`config.mk`:
```
export PLATFORM = sky130hd
export DESIGN_NAME = action_entry_assembler
export DESIGN_NICKNAME = d
export VERILOG_FILES = /design/src/lke_pkg.sv /design/src/action_entry_assembler.sv
export SDC_FILE = /design/constraint.sdc
export NUM_CORES = 1
export LEC_CHECK = 0
export BUFFER_PORTS_ARGS = -buffer_cell sky130_fd_sc_hd__buf_2
export CORE_AREA = 2 2 415 417
export CTS_BUF_LIST = sky130_fd_sc_hd__clkbuf_16
export DETAILED_ROUTE_END_ITERATION = 10
export DIE_AREA = 0 0 417 419
export PLACE_DENSITY = 0.3
export REMOVE_ABC_BUFFERS = 1
export SYNTH_ARGS = -nofsm -noshare
export SYNTH_HDL_FRONTEND = slang
export SYNTH_SLANG_ARGS = --single-unit
```
`constraint.sdc`:
```
create_clock -name clk -period 11.75 [get_ports clk]
set_input_delay 0.5875 -clock clk [delete_from_list [all_inputs] [get_ports clk]]
set_output_delay 0.5875 -clock clk [all_outputs]
set_load 0.02 [all_outputs]
```
`src/lke_pkg.sv`:
```
package lke_pkg;

    // ==========================================================================
    // widths
    // ==========================================================================
    localparam int PHV_W        = 1124;
    localparam int ACT_W        = 625;
    localparam int VLAN_W       = 12;
    localparam int TBL_ADDR_W   = 4;
    localparam int TBL_DEPTH    = 1 << TBL_ADDR_W;
    localparam int CTRL_DATA_W  = 256;
    localparam int CTRL_USER_W  = 128;
    localparam int CTRL_BYTES   = CTRL_DATA_W / 8;
    // last entry beat only fills what the first two leave over
    localparam int ENTRY_TAIL_W = ACT_W - 2 * CTRL_DATA_W;

    typedef logic [PHV_W-1:0]      phv_t;
    typedef logic [ACT_W-1:0]      action_t;
    typedef logic [VLAN_W-1:0]     vlan_id_t;
    typedef logic [TBL_ADDR_W-1:0] tbl_addr_t;

    // one beat of the control stream
    typedef struct packed {
        logic [CTRL_DATA_W-1:0] tdata;
        logic [CTRL_USER_W-1:0] tuser;
        logic [CTRL_BYTES-1:0]  tkeep;
        logic                   tvalid;
        logic                   tlast;
    } ctrl_beat_t;

    // ==========================================================================
    // stage constants
    // ==========================================================================
    localparam int VLAN_LSB = 129;
    localparam int STAGE_W  = 5;
    localparam int LOOKUP_W = 3;
    localparam int MOD_ID_W = STAGE_W + LOOKUP_W;
    localparam int RESV_W   = 4;
    localparam int FLAG_W   = 16;

    localparam logic [STAGE_W-1:0]  STAGE_ID   = 5'd0;
    localparam logic [LOOKUP_W-1:0] LOOKUP_ID  = 3'd2;
    localparam logic [FLAG_W-1:0]   CTRL_MAGIC = 16'hf2f1;

    localparam action_t DEFAULT_ACTION = action_t'('h3f);

    // header fields, second control beat
    localparam int FLAG_LSB   = 64;
    localparam int MOD_ID_LSB = 112;
    localparam int RESV_LSB   = 120;
    localparam int INDEX_LSB  = 128;

    typedef enum logic [1:0] {
        CTRL_IDLE,
        CTRL_PARSE,
        CTRL_LOAD,
        CTRL_FLUSH
    } ctrl_state_t;

    typedef enum logic [1:0] {
        LK_IDLE,
        LK_WAIT,
        LK_HALT
    } lookup_state_t;

endpackage

```
`src/action_entry_assembler.sv`:
```
module action_entry_assembler (
    input  logic                 clk,
    input  logic                 rst_n,

    input  lke_pkg::ctrl_beat_t  entry_beat,
    input  logic                 entry_start,
    input  lke_pkg::tbl_addr_t   entry_index,
    output logic                 busy,

    output logic                 wr_en,
    output lke_pkg::tbl_addr_t   wr_addr,
    output lke_pkg::action_t     wr_data
);

    logic [1:0]                      beat_cnt;
    logic [lke_pkg::CTRL_DATA_W-1:0] swapped;
    logic                            take;

    // little endian stream to big endian entry
    always_comb begin
        for (int i = 0; i < lke_pkg::CTRL_BYTES; i++) begin
            swapped[8*i +: 8] = entry_beat.tdata[lke_pkg::CTRL_DATA_W-8-8*i +: 8];
        end
    end

    assign take = busy && entry_beat.tvalid;

    always_ff @(posedge clk or negedge rst_n) begin
        if (!rst_n) begin
            busy     <= 1'b0;
            beat_cnt <= '0;
            wr_en    <= 1'b0;
        end else begin
            wr_en <= 1'b0;
            if (entry_start) begin
                busy     <= 1'b1;
                beat_cnt <= '0;
            end else if (take) begin
                beat_cnt <= beat_cnt + 2'd1;
                if (beat_cnt == 2'd2) begin
                    busy  <= 1'b0;
                    wr_en <= 1'b1;
                end
            end
        end
    end

    // entry is built top down
    always_ff @(posedge clk) begin
        if (entry_start) begin
            wr_addr <= entry_index;
        end
        if (take) begin
            case (beat_cnt)
                2'd0: wr_data[lke_pkg::ACT_W-1 -: lke_pkg::CTRL_DATA_W] <= swapped;
                2'd1: wr_data[lke_pkg::ENTRY_TAIL_W +: lke_pkg::CTRL_DATA_W] <= swapped;
                default: wr_data[0 +: lke_pkg::ENTRY_TAIL_W] <=
                    swapped[lke_pkg::CTRL_DATA_W-1 -: lke_pkg::ENTRY_TAIL_W];
            endcase
        end
    end

endmodule

```
==> impl_metrics.csv <==
group,metric,value,unit
place,post-place-ws,8.03,ns
sta,worst_pin_slew,1.03,ns
power,power.switching,1.41,mW
floorplan,fp.dieH,419,um
critical_path,crit_type,"reg -> reg",
power,leakage,11.2,nW
place,io_buffers,894,
synth,synth_top_area_share,98.8,%
power,p_seq_share,48.6,%
floorplan,dieWidth,417,um
grt,grt_pass1_vias,11900,
power,p_clk_share,41.6,%
sta,clock.fmax,0.281,GHz
synth,synth-seq-area-share,99.3,%
synth,ys_types,15,
synth,netlist.top_cell.by_area,"edfxtp_1",
final_layout,final_cell_mix,"894 x buf_2, 629 x edfxtp_1, 85 x dlygate4sd3_1",
synth,ys_seq_elements,633,
sta,setup_viol,0,
detailed_routing,dr.pass1.iters,4,
power,p_int,4.16,mW
hold_path,min_path_type,"in -> reg",
sta,setup_tns,0,ns
grt,grt_pass1_wl,94900,um
clocking,clock_sinks,633,
sta,drv_slew,0,
detailed_routing,vias,11100,
clocking,worstSkewPairLatency,0.68,ns
critical_path,critPathRequiredTime,12.04,ns
grt,grt_max_degree,114,
outcome,status,"finished clean",
clocking,root_buffer,"clkbuf_16",
sta,period_share,30.3,%
clocking,cts_tree,"done",
clocking,clock_path_buffers,3,
critical_path,cp_max_fo,62,
final_layout,nets,2146,
floorplan,start_util,11.2,%
sta,layout_setup_ws,8.19,ns
detailed_routing,avgViaCountPerCell,2.76,
final_layout,layout_commonest_cell,"buf_2",
synth,synth.area.top_cells,"edfxtp_1 99%, dfrtp_1 0.52%, ha_1 0.20%",
power,pwr-share-comb,9.8,%
place,gp_congestion,0.765,
floorplan,die-area,0.175,mm^2
detailed_routing,routed_wl,71300,um
place,dpl.hpwl,53400,um
power,power-per-cell-area,187,mW/mm^2
clocking,htree_levels,3,
critical_path,cp.arrival,3.85,ns
sta,min_period,3.56,ns
detailed_routing,first_iter_violations,490,
synth,synth_warnings,0,
power,p_sw_share,25.3,%
grt,grt_overflow_total,0,
critical_path,start_kind,"flop",
sta,max-slew-margin-rel,31.6,%
clocking,cts_buffers,77,
detailed_routing,wl_per_cell,17.7,um
grt,track_usage,7.77,%
power,ir_worst_vdd,0.000108,V
critical_path,end_kind,"flop",
clocking,cts_resized,0,
clocking,clkTransAtPathRegs,0.06,ns
final_layout,drive_above_1_share,57.1,%
floorplan,rows,152,
detailed_routing,drc_errors,0,
sta,finClkSkew,0.0292,ns
synth,synth_area_per_cell,29.4,um^2
run,max_cap_viol_count,0,
grt,antenna_found_initial,19,
detailed_routing,antenna_left,0,
final_layout,area_delta_synth_final,56.0,%
synth,syn_inst,651,
synth,synthesis.area,0.0191,mm^2
floorplan,io_pins,1056,
floorplan,core_area,0.171,mm^2
sta,hold_viol,0,
sta,rsz0062_at_grt,"no",
## critical path, cell delays in order (launching register included)
cell	delay, ns
dfrtp_1	0.41
inv_1	0.10
ha_1	0.20
and3_4	0.69
buf_4	0.70
buf_4	0.82
## path summary, 6_finish.rpt
check	from	endpoint	slack, ns	cells past startpoint
worst max-delay path	beat_cnt[0]$_DFFE_PN0P_	wr_data[505]$_DFFE_PP_	8.19	5
worst min-delay path	entry_beat[319]	wr_data[214]$_DFFE_PP_	0.11	1
worst max register to register	beat_cnt[0]$_DFFE_PN0P_	wr_data[505]$_DFFE_PP_	8.19	5
worst min register to register	busy$_DFFE_PN0P_	busy$_DFFE_PN0P_	0.61	1
max in group asynchronous	rst_n	beat_cnt[0]$_DFFE_PN0P_	11.37	2
min in group asynchronous	rst_n	busy$_DFFE_PN0P_	0.26	2
## cell type report
cell class,instances,area [um^2]
multi-input cells,16,143
fillers,18500,141000
well taps,2233,2790
diodes,2,5.00
inverters,2,7.51
repair buffers,988,5410
flip-flops and latches,633,19000
clock inverters,62,510
clock buffers,79,1980
## synthesized netlist by cell type, drive strengths merged
library cell    n
nand4b          1
a21o            1
ha              3
nor2b           1
and3            2
nand2           2
dfrtp           4
edfxtp        629
and2            1
inv             2
nor3b           1
mux2            1
nor2            1
nor3            1
o31ai           1
## repair_timing
item	in CTS	in global routing
hold buffers	85	0
buffers inserted	0	0
endpoints found under the hold margin	182	0
## power groups by stage
stage | combinational (mW) | sequential [mW] | clock, mW
6_report | 0.544 | 2.71 | 2.32
5_1_grt | 0.578 | 2.72 | 2.50
2_1_floorplan | 0.0614 | 2.96 | 0
3_3_place_gp | 0.534 | 2.76 | 0
4_1_cts | 0.562 | 2.71 | 2.43
3_5_place_dp | 0.536 | 2.76 | 0
## through the flow
step | total power [mW] | cell area (um^2) | hold WS, ns | cells | utilization (%)
final | 5.57 | 29800 | 0.111 | 4015 | 17.5
after global routing | 5.80 | 29800 | 0.0319 | 4014 | 17.5
after CTS | 5.70 | 29800 | 0.0000923 | 4013 | 17.5
after detailed placement | 3.29 | 26500 | 0.402 | 3787 | 15.5
after global placement | 3.29 | 26500 | 0.399 | 3787 | 15.5
after floorplan | 3.03 | 19100 | 0.292 | 651 | -
## cell families (layout without fill, tap and decap cells)
logic type / after synthesis / in the layout / synth area share (%)
flops: 633 / 633 / 99.3
compound gates: 2 / 2 / 0.0785
buf+inv: 2 / 1131 / 0.0393
other cells: 0 / 2 / 0
simple gates: 10 / 10 / 0.327
mux: 1 / 1 / 0.0785
fa+ha+maj: 3 / 3 / 0.196
## per-layer routing
layer,wire [um],up-vias,track usage [%]
met5,60,-,0
met4,2200,10,2.95
met3,7370,135,3.72
met2,36300,555,13.5
met1,25300,5563,8.09
li1,-,4833,-
## sequential cells by signal, indices dropped and copies added (netlist names)
register and count:
wr_data 625, wr_addr 4, beat_cnt 2, busy 1
wr_en 1
(Power assumes the default switching activity.)
