## src/lke_pkg.sv

```systemverilog
package lke_pkg;

    // ==========================================================================
    // widths
    // ==========================================================================
    localparam int PHV_W        = 1124;
    localparam int ACT_W        = 625;
    localparam int VLAN_W       = 12;
    localparam int TBL_ADDR_W   = 4;
    localparam int TBL_DEPTH    = 1 << TBL_ADDR_W;
    localparam int CTRL_DATA_W  = 256;
    localparam int CTRL_USER_W  = 128;
    localparam int CTRL_BYTES   = CTRL_DATA_W / 8;
    // last entry beat only fills what the first two leave over
    localparam int ENTRY_TAIL_W = ACT_W - 2 * CTRL_DATA_W;

    typedef logic [PHV_W-1:0]      phv_t;
    typedef logic [ACT_W-1:0]      action_t;
    typedef logic [VLAN_W-1:0]     vlan_id_t;
    typedef logic [TBL_ADDR_W-1:0] tbl_addr_t;

    // one beat of the control stream
    typedef struct packed {
        logic [CTRL_DATA_W-1:0] tdata;
        logic [CTRL_USER_W-1:0] tuser;
        logic [CTRL_BYTES-1:0]  tkeep;
        logic                   tvalid;
        logic                   tlast;
    } ctrl_beat_t;

    // ==========================================================================
    // stage constants
    // ==========================================================================
    localparam int VLAN_LSB = 129;
    localparam int STAGE_W  = 5;
    localparam int LOOKUP_W = 3;
    localparam int MOD_ID_W = STAGE_W + LOOKUP_W;
    localparam int RESV_W   = 4;
    localparam int FLAG_W   = 16;

    localparam logic [STAGE_W-1:0]  STAGE_ID   = 5'd0;
    localparam logic [LOOKUP_W-1:0] LOOKUP_ID  = 3'd2;
    localparam logic [FLAG_W-1:0]   CTRL_MAGIC = 16'hf2f1;

    localparam action_t DEFAULT_ACTION = action_t'('h3f);

    // header fields, second control beat
    localparam int FLAG_LSB   = 64;
    localparam int MOD_ID_LSB = 112;
    localparam int RESV_LSB   = 120;
    localparam int INDEX_LSB  = 128;

    typedef enum logic [1:0] {
        CTRL_IDLE,
        CTRL_PARSE,
        CTRL_LOAD,
        CTRL_FLUSH
    } ctrl_state_t;

    typedef enum logic [1:0] {
        LK_IDLE,
        LK_WAIT,
        LK_HALT
    } lookup_state_t;

endpackage

```

## src/ctrl_filter.sv

```systemverilog
module ctrl_filter (
    input  logic                 clk,
    input  logic                 rst_n,

    input  lke_pkg::ctrl_beat_t  c_s,
    output lke_pkg::ctrl_beat_t  c_m,

    output lke_pkg::ctrl_beat_t  entry_beat,
    output logic                 entry_start,
    output lke_pkg::tbl_addr_t   entry_index,
    input  logic                 busy
);

    lke_pkg::ctrl_state_t state;
    lke_pkg::ctrl_beat_t  first_beat;
    lke_pkg::ctrl_beat_t  beat_d1;

    logic [lke_pkg::MOD_ID_W-1:0] mod_id;
    logic [lke_pkg::RESV_W-1:0]   resv;
    logic [lke_pkg::FLAG_W-1:0]   flag;
    logic                         hdr_match;
    logic                         can_take;

    // ==========================================================================
    // header decode, valid only while c_s carries the second beat
    // ==========================================================================
    assign mod_id = c_s.tdata[lke_pkg::MOD_ID_LSB +: lke_pkg::MOD_ID_W];
    assign resv   = c_s.tdata[lke_pkg::RESV_LSB +: lke_pkg::RESV_W];
    assign flag   = c_s.tdata[lke_pkg::FLAG_LSB +: lke_pkg::FLAG_W];

    assign hdr_match = (mod_id[lke_pkg::MOD_ID_W-1 -: lke_pkg::STAGE_W] == lke_pkg::STAGE_ID)
                    && (mod_id[lke_pkg::LOOKUP_W-1:0] == lke_pkg::LOOKUP_ID)
                    && (flag == lke_pkg::CTRL_MAGIC)
                    && (resv != '0);

    // ready for the first beat of a new packet
    assign can_take = (state == lke_pkg::CTRL_IDLE)
                   || (state == lke_pkg::CTRL_FLUSH && beat_d1.tvalid && beat_d1.tlast)
                   || (state == lke_pkg::CTRL_LOAD && !busy);

    assign entry_start = (state == lke_pkg::CTRL_PARSE) && c_s.tvalid && hdr_match;
    assign entry_index = c_s.tdata[lke_pkg::INDEX_LSB +: lke_pkg::TBL_ADDR_W];

    // entry beats reach the assembler only while loading
    always_comb begin
        entry_beat        = c_s;
        entry_beat.tvalid = c_s.tvalid && (state == lke_pkg::CTRL_LOAD);
    end

    always_ff @(posedge clk) begin
        beat_d1 <= c_s;
        if (can_take && c_s.tvalid) begin
            first_beat <= c_s;
        end
    end

    // ==========================================================================
    // classify, hold, forward
    // ==========================================================================
    always_ff @(posedge clk or negedge rst_n) begin
        if (!rst_n) begin
            state <= lke_pkg::CTRL_IDLE;
            c_m   <= '0;
        end else begin
            c_m <= '0;
            case (state)
                lke_pkg::CTRL_PARSE: begin
                    if (c_s.tvalid) begin
                        if (hdr_match) begin
                            state <= lke_pkg::CTRL_LOAD;
                        end else begin
                            c_m   <= first_beat;
                            state <= lke_pkg::CTRL_FLUSH;
                        end
                    end
                end
                lke_pkg::CTRL_FLUSH: begin
                    c_m <= beat_d1;
                end
                default: begin
                end
            endcase
            // a new packet may start right behind the last one
            if (can_take) begin
                state <= c_s.tvalid ? lke_pkg::CTRL_PARSE : lke_pkg::CTRL_IDLE;
            end
        end
    end

endmodule

```

## config.mk

```make
export PLATFORM = sky130hd
export DESIGN_NAME = ctrl_filter
export DESIGN_NICKNAME = d
export VERILOG_FILES = /design/src/lke_pkg.sv /design/src/ctrl_filter.sv
export SDC_FILE = /design/constraint.sdc
export NUM_CORES = 1
export LEC_CHECK = 0
export ABC_AREA = 1
export BUFFER_PORTS_ARGS = -buffer_cell sky130_fd_sc_hd__buf_2
export CAP_MARGIN = 25
export CORE_AREA = 2 2 498 500
export CTS_BUF_LIST = sky130_fd_sc_hd__clkbuf_16
export CTS_CLUSTER_SIZE = 30
export DETAILED_ROUTE_END_ITERATION = 8
export DIE_AREA = 0 0 500 502
export HOLD_SLACK_MARGIN = 0.02
export PLACE_DENSITY_LB_ADDON = 0.25
export SKIP_LAST_GASP = 1
export SYNTH_ARGS = -nofsm -noshare
export SYNTH_HDL_FRONTEND = slang
export SYNTH_SLANG_ARGS = --single-unit
```

## constraint.sdc

```tcl
create_clock -name clk -period 9.7 [get_ports clk]
set_input_delay 0.97 -clock clk [delete_from_list [all_inputs] [get_ports clk]]
set_output_delay 0.97 -clock clk [all_outputs]
set_load 0.03 [all_outputs]
```

==> results by group, run 1 <==
Yosys
  • Yosys top cell by area: edfxtp_1
  • Cell count after synthesis: 3128
  • Avg Cell Area, Syn: 13.2 sq um
  • Register area share after synthesis: 76.4%
  • Fraction of registers with async set/reset: 33.4%
  • Netlist cell types: 20
  • Post-synth top flop: dfrtp_1
  • Count leader, synth: nand2_1
  • EDFF count, synth: roughly 420
  • Synth area leaders: edfxtp_1, dfrtp_1, dfxtp_1
  • Syn nets: around 3500
  • Netlist Area Pre-Place: roughly 40000 sq um
  • Syn. warnings: 0
  • Synth Register Bits: 1256
  • Yosys top cell area share: 30.5%
  • Commonest cells post-synth: nand2_1, buf_4, dfrtp_1

Final layout
  • Final core utilization: a little over a fifth
  • Post-Layout Cell Count: 7359
  • Layout cell share with drive strength beyond 1: 35.9%
  • Layout area overhead: 26.8%
  • Layout net count: 4421
  • Number of fill cells in the layout: 26300

STA
  • Final Slew Violations: 0
  • Measured slew at the worst slew-check pin: about 1.1 ns
  • Max Fclk: 241 MHz
  • Fin Clk Skew: 0.0298 ns
  • Period utilisation layout: 42.7%
  • Final setup TNS: 0 ns
  • Final hold viol count: 0
  • RSZ-0062 raised after global routing: no
  • Worst setup margin: 5.55 ns
  • Worst hold slack: 0.131 ns
  • Slew HR: 27.5%
  • Final Setup Violations: 0
  • Min Tclk post-route: between 4 and 5 ns

Floorplanning
  • Chip width: 500 um
  • Die area: approximately 250000 sq um
  • Core Area: 245000 sq um
  • # IOs: about 1300
  • Die Span Y: 502 um
  • Initial Utilization: 16.8%
  • Rows: 182

Placement
  • Post-DP HPWL: ~110000 um
  • Post-Place Cells: approximately 7100
  • Routability cong.: 0.790
  • Dpl ws: 5.49 ns
  • # port buffers: 1261

Detailed routing
  • Vias per cell: 3.45
  • WL met1: about 63000 um
  • DR DRC count: 0
  • Antenna Nets Post-Route: 0
  • WL met3: 14900 um
  • Top layer in use: met5
  • Routed length per placed instance: ~21 um
  • DR pass1 iterations: 5
  • Via count: 25400
  • WL met2: ~75000 um
  • Initial detailed-routing violation count: 1367
  • Final wirelength: 156000 um

Clocking
  • Clock Root Buffer: clkbuf_16
  • CTS sink count: 1256
  • Worst skew pair latency: 0.77 ns
  • Reg clk slew, reported paths: 0.06 ns
  • H-tree Lvls: 4
  • Post-CTS sizing: 0
  • Quantity of hold-fixing buffers added after cts: 0
  • Longest Clk Path Bufs: 3
  • TritonCTS clock tree: yes
  • Post-CTS Setup Inserts: 0
  • CTS buffer count: 144

Run
  • Max-cap violations: 0

Power
  • Lkg Pwr: 24.4 nW
  • Comb power frac: 28.1%
  • Pwr per Cell Area: 326 nW/um^2
  • Int Power: around 0.011 W
  • Clock power frac: 30.6%
  • Sw frac: 37.2%
  • Switching Power: 0.00633 W
  • Worst vdd ir: 0.164 mV
  • Reg power frac: about two fifths

Worst setup path
  • Buffers plus inverters on the worst setup path: 2
  • Slowest cell delay on critical path: roughly 0.63 ns
  • CP max stage cell: nor2_1
  • Crit path DAT: 3.18 ns
  • CP max FO: 58
  • Setup crit start kind: primary input
  • CP cell instances: buf_2 -> nand2_1 -> nor2_1 -> nand2_1 -> nor2_1 -> nand2_8 -> nor2_1 -> buf_2
  • Worst setup EP type: primary output
  • Top cell by count, worst path: nor2_1
  • Worst path required time: between 8 and 9 ns
  • Crit path kind: in -> out
  • CP top delay family: simple AND/OR/NAND/NOR gates

Global routing
  • Largest net degree at the start of global routing: ~140
  • First-pass GRT wire length: 209000 um
  • Total grt overflow: 0
  • Vias in the first global route: 24800
  • Initial antenna violation count: 46
  • Overall Global Routing Usage: 12.0%

Status
  • Status: finished clean

Min path
  • Tightest Hold Check Type: in -> async
metal layers:
layer	up-vias	track usage [%]
met5	-	0
met4	20	3.88
met2	1058	19.8
li1	11600	-
met1	12500	14.0
met3	241	4.93
final timing paths:
check / start / to / slack (ns) / cells after the start
setup / recovery: c_s[230] / entry_start / 5.55 / 8
hold / removal: rst_n / c_m[152] / 0.13 / 1
setup reg to reg: state[1] / first_beat[388] / 5.70 / 8
hold reg to reg: beat_d1[117] / c_m[117] / 0.40 / 2
max in group asynchronous: rst_n / c_m[15] / 7.55 / 3
min in group clk: c_s[21] / beat_d1[21] / 0.33 / 1
cells by family after synthesis:
| group | synth area share [%] |
|---|---|
| DFF | 76.4 |
| and+or+nand+nor | 13.1 |
| buffers and inverters | 10.5 |
| AOI/OAI and AO/OA | 0.0425 |
sequential cells by signal (all words and copies together) (netlist names):
name,flops
beat_d1,418
c_m,418
first_beat,418
state,2
layout by cell type, fill, tap and decap left out, drive strengths merged:
cell type / count
bufinv: 8
diode: 18
clkbuf: 148
buf: 1285
dfxtp: 418
o211ai: 1
dfrtp: 420
nand3: 419
clkinvlp: 5
nand2: 859
clkinv: 51
nor2: 13
edfxtp: 418
inv: 73
and2: 1
o21ai: 2
power by group through the flow:
stage,clock [W],combinational [W],sequential [W]
2_1_floorplan,0,0.00154,0.00867
3_3_place_gp,0,0.00492,0.00713
3_5_place_dp,0,0.00493,0.00712
4_1_cts,0.00541,0.00493,0.00703
5_1_grt,0.00562,0.00515,0.00712
6_report,0.00521,0.00479,0.00701
worst reg2reg max path, cell delays in order, from the launching register on:
cell and delay [ns]:
dfrtp_1 0.40, nand2_1 0.15, inv_8 0.59, nand2_1 0.23, o21ai_1 0.22, nand2_1 0.13, clkinvlp_4 0.48, buf_12 0.51
buf_12 0.86
metrics by stage:
stage | area, sq um | power [W]
after global routing | 52200 | 0.0179
after CTS | 52100 | 0.0174
after global placement | 47600 | 0.0120
after detailed placement | 47600 | 0.0120
after floorplan | 41200 | 0.0102
final | 52200 | 0.0170
area by class of cell:
type / count / area, sq um / area share [%]
Sequential cell: 1256 / 31400 / 60.2
Timing Repair Buffer: 1285 / 6610 / 12.7
Multi-Input combinational cell: 1295 / 5420 / 10.4
Tap cell: 3220 / 4030 / 7.72
Clock buffer: 148 / 3700 / 7.10
Clock inverter: 119 / 847 / 1.62
Inverter: 18 / 95.1 / 0.182
Antenna cell: 18 / 45.0 / 0.0863
No activity file was read; power rests on OpenSTA's default activity.
==> run 2: changes to the inputs <==
--- a/config.mk
+++ b/config.mk
@@ -8,11 +8,11 @@
 export ABC_AREA = 1
 export BUFFER_PORTS_ARGS = -buffer_cell sky130_fd_sc_hd__buf_2
 export CAP_MARGIN = 25
-export CORE_AREA = 2 2 498 500
+export CORE_AREA = 2 2 487 489
 export CTS_BUF_LIST = sky130_fd_sc_hd__clkbuf_16
 export CTS_CLUSTER_SIZE = 30
 export DETAILED_ROUTE_END_ITERATION = 8
-export DIE_AREA = 0 0 500 502
+export DIE_AREA = 0 0 489 491
 export HOLD_SLACK_MARGIN = 0.02
 export PLACE_DENSITY_LB_ADDON = 0.25
 export SKIP_LAST_GASP = 1
==> constraint.sdc (replaced) <==
create_clock -name clk -period 4 [get_ports clk]
set_input_delay 0.4 -clock clk [delete_from_list [all_inputs] [get_ports clk]]
set_output_delay 0.4 -clock clk [all_outputs]
set_load 0.03 [all_outputs]
==> run 2 against run 1 <==
Net effect:
- clock skew increased by 0.014 ns
- register-to-register slack got worse by 4.3 ns
- sequential power increased by 140%
- final area increased by 8.6%
- global-route usage increased by 0.77 points
- combinational power increased to 2.5 times the previous value
- cell count increased by 5.0%
- routed wire length increased by 1.2%
- clock-buffer cell count decreased by 5
- sequential share of layout area decreased by 4.8 points
- critical path type unchanged
- largest cell class unchanged
- highest routed layer unchanged
==> results by group, run 2 (synthesis results as in run 1) <==
Detailed routing
  • DR pass1 iterations: 5
  • DR DRC count: 0
  • Initial detailed-routing violation count: 1479
  • Vias per cell: 3.49
  • Antenna Nets Post-Route: 0
  • Final wirelength: 158000 um
  • Routed length per placed instance: 20.5 um
  • Via count: 27000

Clocking
  • Post-CTS Setup Inserts: 0
  • Worst skew pair latency: ~0.78 ns
  • CTS buffer count: 141
  • CTS sink count: 1256
  • TritonCTS clock tree: yes
  • Reg clk slew, reported paths: 0.06 ns
  • Longest Clk Path Bufs: 3
  • Clock Root Buffer: clkbuf_16
  • H-tree Lvls: 4

Worst setup path
  • Worst setup EP type: primary output
  • Worst path required time: 3.60 ns
  • Setup crit start kind: primary input
  • Crit path DAT: roughly 2.8 ns
  • Crit path kind: in -> out
  • CP max FO: roughly 50

Final layout
  • Largest regs: beat_d1: 418 flops, c_m: 418 flops, first_beat: 418 flops
  • Commonest non-fill, non-tap cell in the layout: buf_2
  • Layout net count: 4873
  • Layout area overhead: 37.7%
  • Commonest cells after routing, fill and taps aside: buf_2, nand2_1, dfrtp_1, dlygate4sd3_1, nand3_1
  • Layout cell share with drive strength beyond 1: between 30% and 40%
  • Final core utilization: 24.2%

Power
  • Pwr per Cell Area: 739 nW/um^2
  • Worst vdd ir: approximately 0.40 mV
  • Sw frac: 37.1%
  • Int Power: 0.0263 W
  • Comb power frac: just under 30%
  • Switching Power: 0.0155 W
  • Lkg Pwr: 26.3 nW
  • Clock power frac: 30.4%
  • Reg power frac: 40.6%

Placement
  • # port buffers: 1261
  • Routability cong.: 0.799
  • Post-DP HPWL: approximately 110000 um
  • Dpl ws: about 1.2 ns

STA
  • RSZ-0062 raised after global routing: no
  • Final Slew Violations: 0
  • Min Tclk post-route: between 3 and 4 ns
  • Measured slew at the worst slew-check pin: 1.13 ns
  • Period utilisation layout: between 70% and 80%
  • Worst setup margin: 0.808 ns
  • Slew HR: 24.5%
  • Final hold viol count: 0
  • Final Setup Violations: 0
  • Fin Clk Skew: 0.0440 ns
  • Max Fclk: 313 MHz

Run
  • Max-cap violations: 0

Floorplanning
  • Core Area: 235000 sq um
  • Initial Utilization: 17.5%
  • Chip width: 489 um
  • Die area: about 240000 sq um
  • Die Span Y: slightly below 500 um
  • # IOs: 1262
  • Rows: 178

Global routing
  • Initial antenna violation count: 16
  • First-pass GRT wire length: ~220000 um
  • Largest net degree at the start of global routing: 131
  • Total grt overflow: 0
  • Overall Global Routing Usage: 12.7%
  • Vias in the first global route: about 28000

Min path
  • Tightest Hold Check Type: in -> reg

Status
  • Status: finished clean
run 2: changes by cell type in the layout (fill, tap and decap cells not counted), moves of 3 or more:
cell | before | now
bufinv_16 | 8 | 11
buf_12 | 9 | 15
clkbuf_16 | 148 | 143
buf_4 | 15 | 44
dlygate4sd3_1 | 0 | 420
diode_2 | 18 | 6
inv_1 | 63 | 52
run 2: area by class of cell:
| type | count | area (sq um) |
|---|---|---|
| clock buffers | 143 | 3580 |
| repair buffers | 1740 | 11200 |
| clock inverters | 121 | 1030 |
| multi-input cells | 1295 | 5430 |
| fillers | 24700 | 178000 |
| flip-flops and latches | 1256 | 31400 |
| inverters | 18 | 95.1 |
| well taps | 3150 | 3940 |
| diodes | 6 | 15.0 |
run 2: path summary, 6_finish.rpt:
path	end	slack (ns)	cells after the start	start
worst max register to register	c_m[233]	1.42	7	state[0]
worst min-delay path	beat_d1[19]	0.29	2	c_s[19]
min in group asynchronous	c_m[214]	0.30	2	rst_n
worst max-delay path	entry_start	0.81	10	c_s[228]
worst min register to register	c_m[311]	0.41	2	beat_d1[311]
max in group asynchronous	c_m[408]	2.63	3	rst_n
run 2: stage by stage:
step / total power [W] / TNS, ns / cells / cell area [sq um] / hold slack (ns)
floorplan: 0.0248 / -1465.53 / 3128 / 41200 / 0.104
global placement: 0.0293 / 0 / 7039 / 47800 / 0.410
detailed placement: 0.0294 / 0 / 7039 / 47800 / 0.414
CTS: 0.0427 / 0 / 7723 / 56700 / 0.174
global route: 0.0441 / 0 / 7726 / 56700 / 0.214
finish: 0.0419 / 0 / 7729 / 56700 / 0.287
run 2: power by group through the flow:
stage          registers (W)  logic [W]  clock network, W
4_1_cts               0.0171     0.0124            0.0132
3_3_place_gp          0.0173     0.0120                 0
5_1_grt               0.0173     0.0131            0.0137
3_5_place_dp          0.0173     0.0121                 0
2_1_floorplan         0.0210    0.00376                 0
6_report              0.0170     0.0121            0.0127
run 2: critical path, stage by stage:
cell and delay (ns):
dlygate4sd3_1 0.54, buf_2 0.17, inv_1 0.07, nand2_1 0.05, nor2_1 0.26, nand2_1 0.11, nor2_1 0.30, nand2_8 0.41
nor2_1 0.23, buf_2 0.23
run 2: layer usage:
metal / vias to the layer above / wire [um] / global-route usage, %
li1: 12500 / - / -
met1: 13200 / 61700 / 14.5
met2: 1107 / 76400 / 21.4
met3: 203 / 16000 / 5.37
met4: 2 / 4240 / 4.13
met5: - / 13 / 0
run 2: what timing repair did:
item / 4_1_cts / 5_1_grt
hold buffers: 420 / 0
endpoints found under the hold margin: 887 / 0
endpoints found under the setup margin: 0 / 0
gates resized for setup: 0 / 0
